**src/pong_pkg.sv**
```systemverilog
// court geometry, speed and score constants, vector types and game enums
`default_nettype none

package pong_pkg;

    //////////////////////////////////////////////////
    // vector types
    //////////////////////////////////////////////////

    // ball coordinate in pixels
    typedef logic [10:0] coord_t;
    // top edge of a racket
    typedef logic [9:0]  racket_pos_t;
    typedef logic [3:0]  score_t;
    // 0 none, 1 player 1 (right), 2 player 2 (left)
    typedef logic [1:0]  winner_t;
    typedef logic [6:0]  serve_count_t;

    //////////////////////////////////////////////////
    // enums
    //////////////////////////////////////////////////

    typedef enum logic [2:0] {
        DIR_NONE,
        DIR_W,
        DIR_NW,
        DIR_SW,
        DIR_E,
        DIR_NE,
        DIR_SE
    } dir_t;

    typedef enum logic [2:0] {
        ST_IDLE,
        ST_START,
        ST_FLY,
        ST_SCORED,
        ST_WIN
    } game_state_t;

    typedef enum logic [1:0] {
        ZONE_TOP,
        ZONE_MID,
        ZONE_BOTTOM,
        ZONE_MISS
    } zone_t;

    //////////////////////////////////////////////////
    // court and ball constants
    //////////////////////////////////////////////////

    localparam int BALL_SIZE      = 15;
    localparam int RACKET_HEIGHT  = 80;
    localparam int LEFT_RACKET_X  = 104;
    localparam int RIGHT_RACKET_X = 898;
    localparam int TOP_WALL_Y     = 51;
    localparam int BOTTOM_WALL_Y  = 702;
    localparam int BALL_SPEED     = 10;
    localparam int LEFT_EDGE_X    = 11;
    localparam int RIGHT_EDGE_X   = 1012;
    localparam int CENTER_X       = 504;
    localparam int CENTER_Y       = 376;
    localparam int POINTS_TO_WIN  = 10;

    // ball bottom offsets below the racket top
    localparam int ZONE_TOP_END   = 26;
    localparam int ZONE_MID_END   = 55;

    // serve bands, upper bounds of the counter value
    localparam int SERVE_SW_MAX   = 19;
    localparam int SERVE_NW_MAX   = 38;
    localparam int SERVE_W_MAX    = 64;
    localparam int SERVE_E_MAX    = 89;
    localparam int SERVE_NE_MAX   = 108;

endpackage

`default_nettype wire
```
**src/pong_ball_top.sv**
```systemverilog
// top level of the ball and rally controller
`timescale 1ns/1ps
`default_nettype none

module pong_ball_top
    import pong_pkg::*;
(
    input  logic        clk65MHz,
    input  logic        rst,
    input  logic        end_of_frame,
    input  logic        serve,
    input  logic        screen_idle,
    input  racket_pos_t left_racket_y,
    input  racket_pos_t right_racket_y,
    output coord_t      ball_x,
    output coord_t      ball_y,
    output score_t      left_score,
    output score_t      right_score,
    output winner_t     who_won
);

    game_state_t state;
    dir_t        dir;
    dir_t        serve_dir;
    zone_t       contact_zone;
    logic        at_left_line;
    logic        at_right_line;
    logic        at_top_wall;
    logic        at_bottom_wall;
    logic        edge_reached;
    logic        game_over;

    court_geometry u_court_geometry (
        .ball_x, .ball_y, .left_racket_y, .right_racket_y, .dir,
        .at_left_line, .at_right_line, .at_top_wall, .at_bottom_wall, .contact_zone
    );

    serve_picker u_serve_picker (.clk65MHz, .rst, .serve_dir);

    flight_direction u_flight_direction (
        .clk65MHz, .rst, .state, .serve_dir,
        .at_left_line, .at_right_line, .at_top_wall, .at_bottom_wall,
        .contact_zone, .dir
    );

    ball_motion u_ball_motion (
        .clk65MHz, .rst, .end_of_frame, .state, .dir,
        .ball_x, .ball_y, .edge_reached
    );

    rally_fsm u_rally_fsm (
        .clk65MHz, .rst, .serve, .screen_idle, .at_left_line, .at_right_line,
        .contact_zone, .dir, .edge_reached, .game_over, .state
    );

    score_keeper u_score_keeper (
        .clk65MHz, .rst, .state, .dir, .edge_reached,
        .left_score, .right_score, .game_over, .who_won
    );

endmodule

`default_nettype wire

```
**src/score_keeper.sv**
```systemverilog
// player score registers, game over flag and winner register
`timescale 1ns/1ps
`default_nettype none

module score_keeper
    import pong_pkg::*;
(
    input  logic        clk65MHz,
    input  logic        rst,
    input  game_state_t state,
    input  dir_t        dir,
    input  logic        edge_reached,
    output score_t      left_score,
    output score_t      right_score,
    output logic        game_over,
    output winner_t     who_won
);

    logic heads_west;

    // ball leaving on the left scores for player 1
    assign heads_west = (dir == DIR_W) || (dir == DIR_NW) || (dir == DIR_SW);

    always_ff @(posedge clk65MHz) begin
        if (rst || state == ST_IDLE) begin
            left_score  <= '0;
            right_score <= '0;
            game_over   <= 1'b0;
            who_won     <= '0;
        end else begin
            if (edge_reached) begin
                if (heads_west) begin
                    right_score <= right_score + 1'b1;
                end else begin
                    left_score <= left_score + 1'b1;
                end
            end

            // one clock behind the score update
            game_over <= (left_score == POINTS_TO_WIN) || (right_score == POINTS_TO_WIN);

            if (state == ST_WIN) begin
                who_won <= (right_score > left_score) ? winner_t'(1) : winner_t'(2);
            end
        end
    end

endmodule

`default_nettype wire

```
**src/rally_fsm.sv**
```systemverilog
// game state register and next-state logic
`timescale 1ns/1ps
`default_nettype none

module rally_fsm
    import pong_pkg::*;
(
    input  logic        clk65MHz,
    input  logic        rst,
    input  logic        serve,
    input  logic        screen_idle,
    input  logic        at_left_line,
    input  logic        at_right_line,
    input  zone_t       contact_zone,
    input  dir_t        dir,
    input  logic        edge_reached,
    input  logic        game_over,
    output game_state_t state
);

    game_state_t state_nxt;
    logic        heads_east;
    logic        heads_west;
    logic        missed;

    assign heads_east = (dir == DIR_E) || (dir == DIR_NE) || (dir == DIR_SE);
    assign heads_west = (dir == DIR_W) || (dir == DIR_NW) || (dir == DIR_SW);

    // zone refers to the racket on the heading side
    assign missed = (contact_zone == ZONE_MISS) &&
                    ((at_left_line && heads_west) || (at_right_line && heads_east));

    always_ff @(posedge clk65MHz) begin
        if (rst) begin
            state <= ST_IDLE;
        end else begin
            state <= state_nxt;
        end
    end

    //////////////////////////////////////////////////
    // next state
    //////////////////////////////////////////////////

    always_comb begin
        state_nxt = state;
        if (screen_idle) begin
            state_nxt = ST_IDLE;
        end else begin
            case (state)
                ST_IDLE: state_nxt = ST_START;
                ST_START: begin
                    if (game_over) begin
                        state_nxt = ST_WIN;
                    end else if (serve) begin
                        state_nxt = ST_FLY;
                    end
                end
                ST_FLY: begin
                    if (missed) begin
                        state_nxt = ST_SCORED;
                    end
                end
                ST_SCORED: begin
                    if (edge_reached) begin
                        state_nxt = ST_START;
                    end
                end
                ST_WIN: begin
                    if (serve) begin
                        state_nxt = ST_IDLE;
                    end
                end
                default: state_nxt = ST_IDLE;
            endcase
        end
    end

endmodule

`default_nettype wire

```
**src/ball_motion.sv**
```systemverilog
// ball position registers, per-frame stepping and glide stop detection
`timescale 1ns/1ps
`default_nettype none

module ball_motion
    import pong_pkg::*;
(
    input  logic        clk65MHz,
    input  logic        rst,
    input  logic        end_of_frame,
    input  game_state_t state,
    input  dir_t        dir,
    output coord_t      ball_x,
    output coord_t      ball_y,
    output logic        edge_reached
);

    coord_t step_x;
    coord_t step_y;
    logic   past_edge;

    // two's complement steps, west and north are negative
    always_comb begin
        case (dir)
            DIR_W:   begin step_x = -coord_t'(BALL_SPEED); step_y = '0; end
            DIR_NW:  begin step_x = -coord_t'(BALL_SPEED); step_y = -coord_t'(BALL_SPEED); end
            DIR_SW:  begin step_x = -coord_t'(BALL_SPEED); step_y = coord_t'(BALL_SPEED); end
            DIR_E:   begin step_x = coord_t'(BALL_SPEED); step_y = '0; end
            DIR_NE:  begin step_x = coord_t'(BALL_SPEED); step_y = -coord_t'(BALL_SPEED); end
            DIR_SE:  begin step_x = coord_t'(BALL_SPEED); step_y = coord_t'(BALL_SPEED); end
            default: begin step_x = '0; step_y = '0; end
        endcase
    end

    assign past_edge    = (ball_x > RIGHT_EDGE_X) || (ball_x < LEFT_EDGE_X);
    assign edge_reached = (state == ST_SCORED) && end_of_frame && past_edge;

    //////////////////////////////////////////////////
    // position registers
    //////////////////////////////////////////////////

    always_ff @(posedge clk65MHz) begin
        if (rst) begin
            ball_x <= coord_t'(CENTER_X);
            ball_y <= coord_t'(CENTER_Y);
        end else begin
            case (state)
                ST_IDLE, ST_START: begin
                    ball_x <= coord_t'(CENTER_X);
                    ball_y <= coord_t'(CENTER_Y);
                end
                ST_FLY, ST_SCORED: begin
                    // glide stops once outside the court edge
                    if (end_of_frame && !edge_reached) begin
                        ball_x <= ball_x + step_x;
                        ball_y <= ball_y + step_y;
                    end
                end
                default: begin
                    ball_x <= ball_x;
                    ball_y <= ball_y;
                end
            endcase
        end
    end

endmodule

`default_nettype wire

```
**src/flight_direction.sv**
```systemverilog
// flight direction register with serve load, wall mirror and racket hit
`timescale 1ns/1ps
`default_nettype none

module flight_direction
    import pong_pkg::*;
(
    input  logic        clk65MHz,
    input  logic        rst,
    input  game_state_t state,
    input  dir_t        serve_dir,
    input  logic        at_left_line,
    input  logic        at_right_line,
    input  logic        at_top_wall,
    input  logic        at_bottom_wall,
    input  zone_t       contact_zone,
    output dir_t        dir
);

    dir_t dir_nxt;
    logic heads_east;
    logic heads_west;
    logic between_lines;
    logic hit_right;
    logic hit_left;

    assign heads_east    = (dir == DIR_E) || (dir == DIR_NE) || (dir == DIR_SE);
    assign heads_west    = (dir == DIR_W) || (dir == DIR_NW) || (dir == DIR_SW);
    assign between_lines = !at_left_line && !at_right_line;
    assign hit_right     = at_right_line && heads_east && (contact_zone != ZONE_MISS);
    assign hit_left      = at_left_line && heads_west && (contact_zone != ZONE_MISS);

    always_ff @(posedge clk65MHz) begin
        if (rst) begin
            dir <= DIR_NONE;
        end else begin
            dir <= dir_nxt;
        end
    end

    //////////////////////////////////////////////////
    // next direction
    //////////////////////////////////////////////////

    always_comb begin
        dir_nxt = dir;
        case (state)
            ST_IDLE:  dir_nxt = DIR_NONE;
            ST_START: dir_nxt = serve_dir;
            ST_FLY, ST_SCORED: begin
                if (between_lines && at_top_wall && dir == DIR_NE) begin
                    dir_nxt = DIR_SE;
                end else if (between_lines && at_top_wall && dir == DIR_NW) begin
                    dir_nxt = DIR_SW;
                end else if (between_lines && at_bottom_wall && dir == DIR_SE) begin
                    dir_nxt = DIR_NE;
                end else if (between_lines && at_bottom_wall && dir == DIR_SW) begin
                    dir_nxt = DIR_NW;
                end else if (state == ST_FLY && hit_right) begin
                    // top sends the ball up, bottom sends it down
                    case (contact_zone)
                        ZONE_TOP: dir_nxt = DIR_NW;
                        ZONE_MID: dir_nxt = DIR_W;
                        default:  dir_nxt = DIR_SW;
                    endcase
                end else if (state == ST_FLY && hit_left) begin
                    case (contact_zone)
                        ZONE_TOP: dir_nxt = DIR_NE;
                        ZONE_MID: dir_nxt = DIR_E;
                        default:  dir_nxt = DIR_SE;
                    endcase
                end
            end
            default: dir_nxt = dir;
        endcase
    end

endmodule

`default_nettype wire

```
**src/serve_picker.sv**
```systemverilog
// free-running serve counter and its mapping to a serve direction
`timescale 1ns/1ps
`default_nettype none

module serve_picker
    import pong_pkg::*;
(
    input  logic clk65MHz,
    input  logic rst,
    output dir_t serve_dir
);

    serve_count_t count;

    // wraps at 128
    always_ff @(posedge clk65MHz) begin
        if (rst) begin
            count <= '0;
        end else begin
            count <= count + 1'b1;
        end
    end

    // west half first, then east half
    always_comb begin
        if (count <= SERVE_SW_MAX) begin
            serve_dir = DIR_SW;
        end else if (count <= SERVE_NW_MAX) begin
            serve_dir = DIR_NW;
        end else if (count <= SERVE_W_MAX) begin
            serve_dir = DIR_W;
        end else if (count <= SERVE_E_MAX) begin
            serve_dir = DIR_E;
        end else if (count <= SERVE_NE_MAX) begin
            serve_dir = DIR_NE;
        end else begin
            serve_dir = DIR_SE;
        end
    end

endmodule

`default_nettype wire

```
**src/court_geometry.sv**
```systemverilog
// wall and racket line detection with racket contact zone classification
`timescale 1ns/1ps
`default_nettype none

module court_geometry
    import pong_pkg::*;
(
    input  coord_t      ball_x,
    input  coord_t      ball_y,
    input  racket_pos_t left_racket_y,
    input  racket_pos_t right_racket_y,
    input  dir_t        dir,
    output logic        at_left_line,
    output logic        at_right_line,
    output logic        at_top_wall,
    output logic        at_bottom_wall,
    output zone_t       contact_zone
);

    logic        heads_east;
    racket_pos_t racket_y;
    logic [11:0] ball_top;
    logic [11:0] ball_bottom;
    logic [11:0] racket_top;
    logic [11:0] racket_end;
    logic [11:0] offset;

    assign at_left_line   = (ball_x <= LEFT_RACKET_X);
    assign at_right_line  = (ball_x >= RIGHT_RACKET_X);
    assign at_top_wall    = (ball_y <= TOP_WALL_Y);
    assign at_bottom_wall = (ball_y >= BOTTOM_WALL_Y);

    //////////////////////////////////////////////////
    // racket contact zone
    //////////////////////////////////////////////////

    // the racket on the side the ball is heading to
    assign heads_east = (dir == DIR_E) || (dir == DIR_NE) || (dir == DIR_SE);
    assign racket_y   = heads_east ? right_racket_y : left_racket_y;

    // 12 bits so the sums cannot wrap
    assign ball_top    = 12'(ball_y);
    assign ball_bottom = ball_top + 12'(BALL_SIZE);
    assign racket_top  = 12'(racket_y);
    assign racket_end  = racket_top + 12'(RACKET_HEIGHT);
    assign offset      = ball_bottom - racket_top;

    always_comb begin
        if (ball_bottom < racket_top || ball_top > racket_end) begin
            contact_zone = ZONE_MISS;
        end else if (offset < 12'(ZONE_TOP_END)) begin
            contact_zone = ZONE_TOP;
        end else if (offset < 12'(ZONE_MID_END)) begin
            contact_zone = ZONE_MID;
        end else begin
            contact_zone = ZONE_BOTTOM;
        end
    end

endmodule

`default_nettype wire

```
**config.mk**
```make
export PLATFORM = sky130hd
export DESIGN_NAME = pong_ball_top
export DESIGN_NICKNAME = d
export VERILOG_FILES = /design/src/pong_pkg.sv /design/src/pong_ball_top.sv /design/src/score_keeper.sv /design/src/rally_fsm.sv /design/src/ball_motion.sv /design/src/flight_direction.sv /design/src/serve_picker.sv /design/src/court_geometry.sv
export SDC_FILE = /design/constraint.sdc
export NUM_CORES = 1
export LEC_CHECK = 0
export ABC_CLOCK_PERIOD_IN_PS = 6300
export BUFFER_PORTS_ARGS = -buffer_cell sky130_fd_sc_hd__buf_2
export CORE_MARGIN = 3
export CORE_UTILIZATION = 45
export CTS_BUF_LIST = sky130_fd_sc_hd__clkbuf_4 sky130_fd_sc_hd__clkbuf_8 sky130_fd_sc_hd__clkbuf_16
export DETAILED_ROUTE_END_ITERATION = 10
export SYNTH_ARGS = -nofsm -noshare
export SYNTH_HDL_FRONTEND = slang
export SYNTH_SLANG_ARGS = --single-unit
```
**constraint.sdc**
```tcl
create_clock -name clk65MHz -period 6.3 [get_ports clk65MHz]
set_input_delay 0.945 -clock clk65MHz [delete_from_list [all_inputs] [get_ports clk65MHz]]
set_output_delay 0.945 -clock clk65MHz [all_outputs]
set_load 0.05 [all_outputs]
```
**After elaboration in Yosys (flattened, before gate mapping)**

Index checks and enable logic that the tools add are counted.

- Register bits: 46
- Bits of input ports: 25
- Output and inout port bits: 32
- Word-level logic and storage cells: 131

- Add/sub/neg operators: 8
- Magnitude comparators: 16
- Equality and inequality tests: 21
- Muxes and demuxes: 31
- Bitwise logic cells: 1
- Reductions and logical operators: 45

Operators by type and width:

| kind | number |
|---|---|
| 11-bit case mux with 2 select lines | 4 |
| 3-bit 2-to-1 mux | 15 |
| 11-bit adder | 2 |
| 11-bit by 10-bit >= comparator with 1-bit output (second input constant) | 2 |
| 11-bit 2-to-1 mux | 2 |
| 7-bit <= comparator (second input constant) | 3 |
| 1-bit logical AND | 17 |
| 3-bit case mux with 5 select lines | 1 |
| 11-bit by 4-bit adder with 12-bit output (second input constant) | 1 |
| 3-bit by 2-bit == test with 1-bit output (second input constant) | 4 |
| 3-bit == test (second input constant) | 4 |
| 11-bit by 12-bit greater-than comparator with 1-bit output | 1 |
| 12-bit by 10-bit < comparator with 1-bit output | 1 |
| 12-bit by 5-bit < comparator with 1-bit output (second input constant) | 1 |
| 12-bit by 6-bit < comparator with 1-bit output (second input constant) | 1 |
| 12-bit by 10-bit subtractor with 12-bit output | 1 |
| 10-bit by 7-bit adder with 11-bit output (second input constant) | 1 |
| 11-bit by 10-bit greater-than comparator with 1-bit output (second input constant) | 1 |
| 11-bit by 6-bit <= comparator with 1-bit output (second input constant) | 1 |
| 11-bit by 7-bit <= comparator with 1-bit output (second input constant) | 1 |
| 11-bit by 4-bit < comparator with 1-bit output (second input constant) | 1 |
| 10-bit 2-to-1 mux | 1 |
| 2-bit 2-to-1 mux | 5 |
| 2-bit OR reduction | 5 |
| other kinds (25) | 46 |

**Longest topological paths before layout**

- Word-level depth: 19
- Gate-level depth with buffers: 19
- Gate-level depth less buffers: 17

**Cells and area by module**

Synthesis repeated with hierarchy kept, for this count alone.

- Cell total of the unflattened synthesis: 608
- Area, all modules: 4,889.7 µm²

By module, submodules not included:

| module | times used | cells an instance | area each (µm²) | seq. area each (µm²) |
|---|---|---|---|---|
| ball_motion | 1 | 226 | 1,811.7 | 400.4 |
| court_geometry | 1 | 188 | 1,471.4 | 0.0 |
| score_keeper | 1 | 68 | 611.8 | 220.2 |
| serve_picker | 1 | 53 | 421.7 | 140.1 |
| flight_direction | 1 | 44 | 346.6 | 60.1 |
| rally_fsm | 1 | 29 | 226.5 | 60.1 |

**Least setup slack after synthesis**

OpenSTA, ideal clock, no wires.

- Path kind: register to register
- Start point: register u_ball_motion.ball_y[1]
- End point: register u_flight_direction.dir[1]
- Library setup time: 0.086 ns
- Arrival time: 3.931 ns
- Data required time: 6.214 ns
- Slack: 2.283 ns
- Cell stages (with the launch flop): 15
- Path buffers: 0
- Clock period less this slack: 4.017 ns
- Path through: dfxtp_1 > inv_1 > ha_1 > xnor2_1 > inv_1 > ha_1 > nand2_1 > or4b_2 > nand3_1 > o311ai_1 > a2111o_1 > nor4b_1 > and2_1 > a311o_1 > a221oi_2

- Word-level cells in the longest chain between the ends: 15
- Elaborated cells on any way between the ends: 36
- Those cells by class: add/sub (2); order compare (6); eq/ne (3); mux (12); reduce/logical (13)

Ends and longest elaborated chain:

| what | RTL line | source |
|---|---|---|
| start, declared | ball_motion.sv:14 | `output coord_t ball_y,` |
| start signal, assigned | ball_motion.sv:45 | `ball_y <= coord_t'(CENTER_Y);` |
| start signal, assigned | ball_motion.sv:50 | `ball_y <= coord_t'(CENTER_Y);` |
| start signal, assigned | ball_motion.sv:56 | `ball_y <= ball_y + step_y;` |
| 11-bit by 4-bit adder with 12-bit output | court_geometry.sv:43 | `assign ball_bottom = ball_top + 12'(BALL_SIZE);` |
| 12-bit by 10-bit subtractor with 12-bit output | court_geometry.sv:46 | `assign offset = ball_bottom - racket_top;` |
| 12-bit by 6-bit < comparator with 1-bit output | court_geometry.sv:53 | `end else if (offset < 12'(ZONE_MID_END)) begin` |
| 2-bit 2-to-1 mux | court_geometry.sv:53 |  |
| 2-bit 2-to-1 mux | court_geometry.sv:51 | `end else if (offset < 12'(ZONE_TOP_END)) begin` |
| 2-bit 2-to-1 mux | court_geometry.sv:49 | `if (ball_bottom < racket_top \|\| ball_top > racket_end) begin` |
| 2-bit by 1-bit == test with 1-bit output, or another cell as far along | flight_direction.sv:61, flight_direction.sv:67 |  |
| 2-bit case mux with 2 select lines or 1-bit logical AND (tied branches) | flight_direction.sv:67, flight_direction.sv:30 |  |
| 3-bit 2-to-1 mux or 1-bit logical AND (tied branches) | flight_direction.sv:66, flight_direction.sv:59 |  |
| 3-bit 2-to-1 mux | flight_direction.sv:59 | `end else if (state == ST_FLY && hit_right) begin` |
| 3-bit 2-to-1 mux | flight_direction.sv:57 | `end else if (between_lines && at_bottom_wall && dir == DIR_SW) begin` |
| 3-bit 2-to-1 mux | flight_direction.sv:55 | `end else if (between_lines && at_bottom_wall && dir == DIR_SE) begin` |
| 3-bit 2-to-1 mux | flight_direction.sv:53 | `end else if (between_lines && at_top_wall && dir == DIR_NW) begin` |
| 3-bit 2-to-1 mux | flight_direction.sv:51 | `if (between_lines && at_top_wall && dir == DIR_NE) begin` |
| 3-bit case mux with 3 select lines | flight_direction.sv:47 | `case (state)` |
| end signal, assigned | flight_direction.sv:37 | `dir <= dir_nxt;` |
| end, declared | flight_direction.sv:17 | `output dir_t dir` |

Several ways; a longest one is shown, not always the timed one. The select of a mux whose other input is x is not followed.
A chain may end at the register's enable or synchronous reset.

**Final worst setup path**

- Start point: register u_flight_direction.dir[2]
- End point: register u_flight_direction.dir[1]

- Word-level cells in the longest chain between the ends: 18
- Elaborated cells on any way between the ends: 45
- Those cells by class: add/sub (2); order compare (4); eq/ne (9); mux (13); reduce/logical (17)

Ends and longest elaborated chain:

| what | RTL line | source |
|---|---|---|
| 3-bit == test (on tied branches) | flight_direction.sv:27, court_geometry.sv:38, flight_direction.sv:51 |  |
| 1-bit logical OR (2 in series) | flight_direction.sv:27, court_geometry.sv:38 |  |
| 10-bit 2-to-1 mux | court_geometry.sv:39 | `assign racket_y = heads_east ? right_racket_y : left_racket_y;` |
| 12-bit by 10-bit subtractor with 12-bit output | court_geometry.sv:46 |  |
| 12-bit by 6-bit < comparator with 1-bit output | court_geometry.sv:53 |  |
| 2-bit 2-to-1 mux | court_geometry.sv:53 |  |
| 2-bit 2-to-1 mux | court_geometry.sv:51 |  |
| 2-bit 2-to-1 mux | court_geometry.sv:49 |  |
| 2-bit by 1-bit == test with 1-bit output, or another cell as far along | flight_direction.sv:61, flight_direction.sv:67 |  |
| 2-bit case mux with 2 select lines or 1-bit logical AND (tied branches) | flight_direction.sv:67, flight_direction.sv:30 |  |
| 3-bit 2-to-1 mux or 1-bit logical AND (tied branches) | flight_direction.sv:66, flight_direction.sv:59 |  |
| 3-bit 2-to-1 mux | flight_direction.sv:59 |  |
| 3-bit 2-to-1 mux | flight_direction.sv:57 |  |
| 3-bit 2-to-1 mux | flight_direction.sv:55 |  |
| 3-bit 2-to-1 mux | flight_direction.sv:53 |  |
| 3-bit 2-to-1 mux | flight_direction.sv:51 |  |
| 3-bit case mux with 3 select lines | flight_direction.sv:47 |  |

Several ways; a longest one is shown, not always the timed one. The select of a mux whose other input is x is not followed.

==> impl_metrics.json <==
{
  "num_vias": 4123,
  "htreeDepth": 2,
  "die-area_um2": 11000,
  "fmax_ghz": 0.218,
  "cp_num_buf_inv": 2,
  "wl_per_cell_um": 14.9,
  "min_path_type": "flip-flop to flip-flop",
  "r2r_cells": 17,
  "stdcell_count": 732,
  "startpoint": "u_flight_direction.dir[2]",
  "slowest_delay_ps": 620,
  "yosysMostFrequentCell": "nor2_1",
  "row_count": 35,
  "ys.flop_type": "dfxtp_1",
  "grt_max_degree": 36,
  "postSynthCellCount": 566,
  "dp_cells": 724,
  "synth_top_cells_by_count": "67 x nor2_1, 49 x ha_1, 44 x dfxtp_1",
  "r2r-end": "u_flight_direction.dir[1]",
  "drc": 0,
  "cts_buffer_depth": 2,
  "drtIter0Drc": 170,
  "grt.overflow.total": 0,
  "slew_headroom": 0.444,
  "rr_startpoint": "u_flight_direction.dir[2]",
  "num_io_pins": 57,
  "tightest_slew_ps": 826,
  "setup_viol": 0,
  "synth_area_per_cell_um2": 7.79,
  "nets": 679,
  "postCtsSetupBuffers": 0,
  "cp_max_fo": 16,
  "synth_edf_count": 0,
  "cts_tree": "done",
  "period_needed_ps": 4600,
  "power_uw": 694,
  "slew_viol_final": 0,
  "rsz0062_at_grt": "no",
  "drt_pass1_iterations": 4,
  "cts.sinks": 44,
  "grt_usage": 0.199,
  "grt_pass1_wl_um": 18600,
  "path_delay_family": "compound AO/OA/AOI/OAI gates",
  "worstSetupPathType": "flip-flop to flip-flop",
  "die_h_um": 105,
  "maxCapViolCount": 0,
  "wl_um": 10900,
  "cp.depth": 17,
  "crit_chain": "a21boi_4 > mux2i_1 > inv_1 > ha_1 > inv_1 > a21oi_1 > or3b_2 > ha_1 > nand3_1 > nor2_1 > o221ai_1 > o211a_1 > a21oi_1 > a211oi_2 > a211oi_1 > nor3_1 > a221oi_2",
  "netlist_top_cells_area": "dfxtp_1 20%, ha_1 14%, nor2_1 5.7%",
  "cp-start-kind": "flip-flop",
  "start_util": 0.470,
  "die-width_um": 105,
  "core_um2": 9370,
  "crit_end": "u_flight_direction.dir[1]",
  "antenna_found_initial": 0,
  "synth_area_um2": 4410,
  "vdd_ir_drop_max_mv": 0.0839,
  "critical_path_required_ps": 6510,
  "fin_util": 0.516,
  "slowest_stage": "a21boi_4",
  "grt_pass1_vias": 3910,
  "area_delta_synth_final_pct": 9.73,
  "hold_violations": 0,
  "arrival_ps": 4810,
  "async_flop_share": 0,
  "ys_seq_elements": 44,
  "synth_cell_types": 69,
  "place_hpwl_um": 8450,
  "period_share": 0.730,
  "antennaDiodeCount": 0,
  "layout-drive-gt1-share": 0.134,
  "tns_ps": 0,
  "leakage_uw": 0.00207,
  "end_kind": "flip-flop",
  "ant_nets": 0,
  "via_per_inst": 5.63,
  "post_cts_resized": 0,
  "cts_buffers": 5,
  "synth-seq-area-share": 0.200,
  "port_buffers": 54,
  "clk_latency_ps": 300,
  "reg2reg_slack_ps": 1700,
  "power_density_nw_per_um2": 143,
  "cts_hold_buf": 0,
  "finalHoldWorstSlack_ps": 493,
  "finalClockSkew_ps": 9.92,
  "clk_pin_slew_worst_paths_ps": 90,
  "gp_congestion": 0.911,
  "status": "finished, final reports clean",
  "yosysWarnings": 0,
  "clockRootBuffer": "clkbuf_8",
  "yosys.area.top_type": "dfxtp_1",
  "synth_top_area_share": 0.200
}
-- where the power goes --
part / switching [uW] / leakage, uW / internal, uW
Sequential: 6.84 / 0.000356 / 282
Combinational: 102 / 0.00166 / 78.7
Clock: 107 / 0.0000541 / 118
Total: 216 / 0.00207 / 478
-- sequential cells by signal, summed over array words and instances (netlist names) --
signal / count
u_flight_direction.dir: 3
u_score_keeper.game_over: 1
u_serve_picker.count: 7
u_ball_motion.ball_y: 10
u_rally_fsm.state: 3
u_score_keeper.who_won: 2
u_score_keeper.left_score: 4
u_ball_motion.ball_x: 10
u_score_keeper.right_score: 4
-- worst register-to-register path, stage by stage, from the launching register on --
cell and delay [ps]:
dfxtp_1 500, a21boi_4 630, mux2i_1 290, inv_1 100, ha_1 180, inv_1 50, a21oi_1 190, or3b_2 470
ha_1 320, nand3_1 80, nor2_1 200, o221ai_1 200, o211a_1 250, a21oi_1 220, a211oi_2 100, a211oi_1 370
nor3_1 120, a221oi_2 240
-- layout by cell type (no fill, tap or decap), types with 7 or more instances in the layout --
cell / n
mux2i_1: 12
o22ai_1: 11
inv_1: 35
nor2_1: 67
a211oi_1: 10
xnor2_1: 28
ha_1: 49
nand4_1: 8
nand2b_1: 15
a21oi_1: 29
o21ai_0: 19
a31oi_1: 7
nor2b_1: 10
nand3_1: 12
buf_2: 54
o21bai_1: 8
nand2_1: 38
xor2_1: 14
dfxtp_1: 44
nor3_1: 23
a21o_1: 10
-- cell type report --
class | count | area, um^2
Multi-Input combinational cell | 461 | 3280
Tap cell | 129 | 161
Sequential cell | 44 | 881
Inverter | 35 | 131
Clock buffer | 5 | 68.8
Fill cell | 967 | 4530
Clock inverter | 3 | 42.5
Timing Repair Buffer | 55 | 278
-- worst min path at each step --
stage	end	slack [ps]	from	cells past startpoint
2_1_floorplan	u_serve_picker.count[0]	460	u_serve_picker.count[0]	1
3_3_place_gp	u_score_keeper.who_won[0]	480	u_score_keeper.who_won[0]	2
3_5_place_dp	u_score_keeper.who_won[0]	480	u_score_keeper.who_won[0]	2
4_1_cts	u_score_keeper.who_won[0]	500	u_score_keeper.who_won[0]	2
5_1_grt	u_score_keeper.who_won[1]	530	u_score_keeper.who_won[1]	2
6_report	u_score_keeper.who_won[0]	490	u_score_keeper.who_won[0]	2
-- cell families after synthesis --
logic type	after synthesis	synth area share
AND/OR/NAND/NOR	202	0.222
AO/OA/AOI/OAI	143	0.230
buffers and inverters	62	0.0582
adder cells (fa/ha/maj)	52	0.153
XOR/XNOR	44	0.0945
flip-flops	44	0.200
multiplexers	17	0.0417
other	2	0.00170
-- stage by stage --
stage	area, um^2	setup WS [ps]
4_1_cts	4840	1730
2_1_floorplan	4410	2280
5_1_grt	4840	1270
6_report	4840	1700
3_5_place_dp	4730	1770
3_3_place_gp	4730	1990
-- routing by layer --
layer | GRT usage | wire [um]
met3 | 0.0253 | 295
met4 | 0.0525 | 136
met1 | 0.253 | 5250
met2 | 0.353 | 5240
met5 | 0 | 0
Note: power is estimated with default switching activity, not from simulation.
